===== src/source/cpu_pkg.sv =====
package cpu_pkg;

	////////////////////////////////////////////////////////////////////////////
	// Widths and memory sizes
	////////////////////////////////////////////////////////////////////////////
	localparam int xlen       = 32;
	localparam int imem_depth = 256;
	localparam int dmem_depth = 256;
	localparam int mem_addr_w = 8;

	// Major opcodes, bits 31:27 of every instruction
	localparam logic [4:0] op_alu  = 5'b00000;
	localparam logic [4:0] op_j    = 5'b00001;
	localparam logic [4:0] op_bne  = 5'b00010;
	localparam logic [4:0] op_jal  = 5'b00011;
	localparam logic [4:0] op_jr   = 5'b00100;
	localparam logic [4:0] op_addi = 5'b00101;
	localparam logic [4:0] op_blt  = 5'b00110;
	localparam logic [4:0] op_sw   = 5'b00111;
	localparam logic [4:0] op_lw   = 5'b01000;

	// ALU function codes, aluop field of R-type
	localparam logic [4:0] alu_add = 5'b00000;
	localparam logic [4:0] alu_sub = 5'b00001;
	localparam logic [4:0] alu_and = 5'b00010;
	localparam logic [4:0] alu_or  = 5'b00011;
	localparam logic [4:0] alu_sll = 5'b00100;
	localparam logic [4:0] alu_sra = 5'b00101;

	typedef struct packed {
		logic [4:0] opcode;
		logic [4:0] rd;
		logic [4:0] rs;
		logic [4:0] rt;
		logic [4:0] shamt;
		logic [4:0] aluop;
		logic [1:0] spare;
	} r_fmt_t;

	// Jump target is {rd, rs, imm} of this view
	typedef struct packed {
		logic [4:0]         opcode;
		logic [4:0]         rd;
		logic [4:0]         rs;
		logic signed [16:0] imm;
	} i_fmt_t;

	typedef union packed {
		r_fmt_t r;
		i_fmt_t i;
	} instr_t;

	// APB register map
	localparam logic [11:0] reg_ctrl      = 12'h000;
	localparam logic [11:0] reg_imem_addr = 12'h004;
	localparam logic [11:0] reg_imem_data = 12'h008;
	localparam logic [11:0] dmem_win_lo   = 12'h400;
	localparam logic [11:0] dmem_win_hi   = 12'h7FC;

	// Operand bypass selects
	typedef logic [1:0] sel_t;
	localparam sel_t byp_none = 2'd0;
	localparam sel_t byp_em   = 2'd1;
	localparam sel_t byp_mw   = 2'd2;
	localparam sel_t byp_alu  = 2'd3;

endpackage


===== src/source/cpu_apb_regs.sv =====
`timescale 1ns/1ns

module cpu_apb_regs import cpu_pkg::*; (
	input  logic                  clock,
	input  logic                  rst_n,
	input  logic                  psel,
	input  logic                  penable,
	input  logic                  pwrite,
	input  logic [11:0]           paddr,
	input  logic [xlen-1:0]       pwdata,
	input  logic [xlen-1:0]       dbg_rdata,
	output logic [xlen-1:0]       prdata,
	output logic                  pready,
	output logic                  pslverr,
	output logic                  run,
	output logic                  imem_we,
	output logic [mem_addr_w-1:0] imem_waddr,
	output logic [xlen-1:0]       imem_wdata,
	output logic [mem_addr_w-1:0] dbg_addr
);

	logic                  access, wr, rd;
	logic                  hit_ctrl, hit_iaddr, hit_idata, hit_win;
	logic [mem_addr_w-1:0] load_addr;

	assign access = psel && penable;
	assign wr     = access && pwrite;
	assign rd     = access && !pwrite;

	assign hit_ctrl  = (paddr == reg_ctrl);
	assign hit_iaddr = (paddr == reg_imem_addr);
	assign hit_idata = (paddr == reg_imem_data);
	assign hit_win   = (paddr >= dmem_win_lo) && (paddr <= dmem_win_hi);

	// No wait states
	assign pready = 1'b1;

	// Memory ports only open while the core is held
	assign pslverr = access && (!(hit_ctrl || hit_iaddr || hit_idata || hit_win) ||
		(wr && run && (hit_iaddr || hit_idata)) || (rd && run && hit_win));

	assign imem_we    = wr && hit_idata && !run;
	assign imem_waddr = load_addr;
	assign imem_wdata = pwdata;
	assign dbg_addr   = paddr[mem_addr_w+1:2];

	always_ff @(posedge clock) begin
		if (!rst_n) begin
			run       <= 1'b0;
			load_addr <= '0;
		end else begin
			if (wr && hit_ctrl)
				run <= pwdata[0];
			if (wr && hit_iaddr && !run)
				load_addr <= pwdata[mem_addr_w-1:0];
			else if (imem_we)
				load_addr <= load_addr + 1'b1;
		end
	end

	always_comb begin
		prdata = '0;
		if (hit_ctrl)
			prdata = {{(xlen-1){1'b0}}, run};
		else if (hit_iaddr)
			prdata = {{(xlen-mem_addr_w){1'b0}}, load_addr};
		else if (hit_win)
			prdata = dbg_rdata;
	end

endmodule


===== config.mk =====
export PLATFORM = sky130hd
export DESIGN_NAME = cpu_apb_regs
export DESIGN_NICKNAME = d
export VERILOG_FILES = /design/src/source/cpu_pkg.sv /design/src/source/cpu_apb_regs.sv
export SDC_FILE = /design/constraint.sdc
export NUM_CORES = 1
export LEC_CHECK = 0
export BUFFER_PORTS_ARGS = -buffer_cell sky130_fd_sc_hd__buf_2
export CAP_MARGIN = 20
export CORE_ASPECT_RATIO = 0.7
export CORE_MARGIN = 3
export CORE_UTILIZATION = 37
export CTS_CLUSTER_SIZE = 25
export DETAILED_ROUTE_END_ITERATION = 8
export HOLD_SLACK_MARGIN = 0.06
export PLACE_DENSITY_LB_ADDON = 0.05
export SYNTH_ARGS = -nofsm -noshare
export SYNTH_HDL_FRONTEND = slang
export SYNTH_SLANG_ARGS = --single-unit

===== constraint.sdc =====
create_clock -name clock -period 4.8 [get_ports clock]
set_clock_uncertainty 0.05 [all_clocks]
set_input_delay 0.24 -clock clock [delete_from_list [all_inputs] [get_ports clock]]
set_output_delay 0.24 -clock clock [all_outputs]
set_load 0.03 [all_outputs]

[After elaboration in Yosys (flattened, before gate mapping)]
Index checks and enable logic that the tools add are counted.
Word-level totals
  bits in registers: 9
  word-level logic and storage cells: 37
Operators by class
  equality and inequality tests: 2
  add/subtract/negate cells: 1
  multiplexer cells: 5
  order comparisons: 2
  reductions and logical operators: 25
Operator list (number)
  32-bit two-way mux: 3
  8-bit two-way mux: 2
  1-bit logical AND: 14
  12-bit by 3-bit equality test with 1-bit output, second input constant: 1
  12-bit by 4-bit equality test with 1-bit output, second input constant: 1
  12-bit by 11-bit greater-or-equal comparator with 1-bit output, second input constant: 1
  12-bit by 11-bit less-or-equal comparator with 1-bit output, second input constant: 1
  12-bit logical NOT: 1
  8-bit by 1-bit adder with 8-bit output, second input constant: 1
  1-bit logical OR: 6
  1-bit logical NOT: 3
  2-bit nonzero test: 1

[Depth between registers and ports, before layout]
  depth after elaboration: 8
  mapped depth: 6

[Worst setup path before layout]
OpenSTA, ideal clock, no wires.
  kind: reg2out
  start: register run
  end: output imem_we
  data required time: 4510 ps
  arrival time: 1933 ps
  slack: 2577 ps
  cell stages (with the launch flop): 6
  buffers on the path: 2
  cell sequence: dfxtp_1 -> and4b_1 -> clkbuf_1 -> clkbuf_1 -> nand2_1 -> nor3_1
Between the ends
  cells in the longest elaborated chain, start to end: 2
Ends and longest elaborated chain
  start, declared: line cpu_apb_regs.sv:15  | output logic run,
  start signal, assigned: line cpu_apb_regs.sv:53  | run <= pwdata[0];
  1-bit logical NOT: line cpu_apb_regs.sv:42  | assign imem_we = wr && hit_idata && !run;
  1-bit logical AND: line cpu_apb_regs.sv:42
  end, declared: line cpu_apb_regs.sv:16  | output logic imem_we,
Every way passes these cells.

[Worst setup path in the final report]
  start: input paddr[1]
  end: output pslverr
Between the ends
  cells in the longest elaborated chain, start to end: 8
Ends and longest elaborated chain
  start, declared: line cpu_apb_regs.sv:9  | input logic [11:0] paddr,
  parallel branches: the longest is 6 deep, another holds 12-bit by 11-bit greater-or-equal comparator with 1-bit output
  1-bit logical OR *: line cpu_apb_regs.sv:40  | (wr && run && (hit_iaddr || hit_idata)) || (rd && run && hit_win));
  1-bit logical AND *: line cpu_apb_regs.sv:39  | assign pslverr = access && (!(hit_ctrl || hit_iaddr || hit_idata || hit_win) ||
  end, declared: line cpu_apb_regs.sv:14  | output logic pslverr,
Mark *: on every way between the ends.

==> flow_summary.toml <==
[timing]
fin_crit_ps = 2340
slew_viol_final = 0
relSlewSlack = 0.394
max_freq_mhz = 427
tns_ps = 0
rsz0062_at_grt = "false"
setup_viol = 0
hold_viol = 0
min_period_over_period = 0.488
worst_pin_slew_ps = 909

[pwr]
switchingPower_mw = 0.102
ir_drop_mv = 0.0692
pwr-share-seq = 0.274
internal-power_mw = 0.172
p_sw_frac = 0.372
power_frac_clock = 0.320
power_density_nw_per_um2 = 156
leakage_nw = 0.942
combPwrFrac = 0.406

[yosys]
netlist_area_sq_um = 1420
ys.flop_type = "dfxtp_1"
ys_seq_area_frac = 0.127
netlist_instances = 180
synthArstFlopShare = 0
postSynthAreaPerCell_sq_um = 7.88
syn_nets = 262
synth-edff-count = 0
ys_ff_latch = 9
synth_warnings = 0
yosysUniqueCellTypes = 52

[floorplan]
start_util = 0.394
rows = 18
coreArea_sq_um = 3600
num_io_pins = 165
die_area_sq_um = 4630
die_w_microns = 80.0
die_h_microns = 57.8

[clock_tree]
clk_pin_slew_worst_paths_ps = 40
cts.sinks = 9
holdBufCountCts = 0
root_buffer = "clkbuf_8"
numCtsBuffers = 3
cts_buffer_depth = 2
clock_latency_ps = 230
cts_setup_buffers = 0
cts_repair_resize_count = 0
htreeDepth = 1
cts_tree = "yes"

[grt]
antenna_found_initial = 0
grt_pass1_vias = 1322
grt.total_usage = 0.176
grt_max_degree = 34
grt_overflow_total = 0
grt_pass1_wl_microns = 6420

[layout]
diodes = 0
drive_above_1_share = 0.542
fill_cells = 372
mostFrequentLayoutCells = "buf_2, and2_1, dfxtp_1"
area_delta_synth_final_pct = 24.1
final_cells = 299
fin_util = 0.489
finalNetCount = 332
final_common_cell = "buf_2"
register_area_sq_um = 180
multiInputGateArea_sq_um = 860

[status]
status = "complete, no violations"

[worst_setup_path]
critPathMaxFanout = 33
cp.arrival_ps = 2050
cp-end-kind = "output port"
critPathKind = "in -> out"
setup.worst_path.start_class = "input pin"
worstPathRequired_ps = 4510

[detailed_routing]
post-route-drc-count = 0
finalWirelength_microns = 4340
viasPerCell = 5.06
drt-pass1-iter-count = 4
dr.first_iter.drc_count = 81
ant_nets = 0
wl_per_cell_microns = 14.5
dr_total_vias = 1512

[placement]
io_buffers = 115
detailed_place_hpwl_microns = 3590
gp_congestion = 0.792
dp_cells = 295

[job]
maxCapViolCount = 0

[min_path]
hp-class = "in -> reg"
## stage by stage
stage	hold slack, ps	power (mW)	worst slack [ps]	area [sq um]
global route	281	0.286	2240	1760
CTS	264	0.277	2400	1760
global placement	430	0.188	2420	1720
finish	276	0.274	2460	1760
detailed placement	430	0.188	2400	1720
floorplan	373	0.189	2580	1420
## path summary, 6_finish.rpt
| path | slack [ps] | startpoint | endpoint | cells after the start |
|---|---|---|---|---|
| hold reg to reg | 490 | run | run | 2 |
| hold / removal | 280 | rst_n | imem_waddr[1] | 2 |
| setup / recovery | 2460 | paddr[1] | pslverr | 6 |
| setup reg to reg | 2680 | run | imem_waddr[3] | 4 |
## sequential cells by signal, indices dropped and copies added, names as in the netlist
signal and cells:
imem_waddr 8, run 1
## area by class of cell
class,count,area share
clock buffers,4,0.0256
well taps,50,0.0355
inverters,6,0.0128
flip-flops and latches,9,0.102
multi-input cells,113,0.488
repair buffers,117,0.335
## power by group through the flow
stage | sequential, mW | combinational [mW] | clock, mW
final | 0.0750 | 0.111 | 0.0877
after global routing | 0.0750 | 0.120 | 0.0913
after CTS | 0.0750 | 0.112 | 0.0900
after detailed placement | 0.0763 | 0.112 | 0
after global placement | 0.0763 | 0.112 | 0
after floorplan | 0.0763 | 0.113 | 0
## Yosys cell counts (2+ instances only)
cell type,count,area [sq um]
a211oi_1,4,30.0
a21oi_1,7,35.0
a22o_1,7,61.3
and2_1,25,156
and3_1,2,12.5
buf_2,3,15.0
buf_4,42,315
clkbuf_1,7,26.3
dfxtp_1,9,180
inv_1,6,22.5
mux2i_1,3,30.0
nand2_1,7,26.3
nand3_1,6,30.0
nand4_1,4,25.0
nor2_1,5,18.8
nor4_2,3,37.5
o21ai_0,2,10.0
o22ai_1,2,12.5
o311a_1,2,20.0
or4_4,2,22.5
## layer usage
layer  vias up  wire length [microns]  global-route usage
li1        751                      -                   -
met1       666                   1820               0.238
met2        81                   2030               0.269
met3        14                    432              0.0528
met4         0                     51              0.0554
met5         -                      0                   0
## cell families after synthesis
family / after synthesis / synth area share
compound gates: 40 / 0.234
simple gates: 66 / 0.323
other cells: 1 / 0.00264
xor+xnor: 1 / 0.00617
flops: 9 / 0.127
buf+inv: 58 / 0.267
mux: 4 / 0.0317
fa+ha+maj: 1 / 0.00882
## critical path: stages
cell and delay [ps]:
buf_2 110, nor2_1 260, o311a_1 820, a41oi_1 100
o311a_1 330, buf_2 180
No activity file was read; power rests on OpenSTA's default activity.
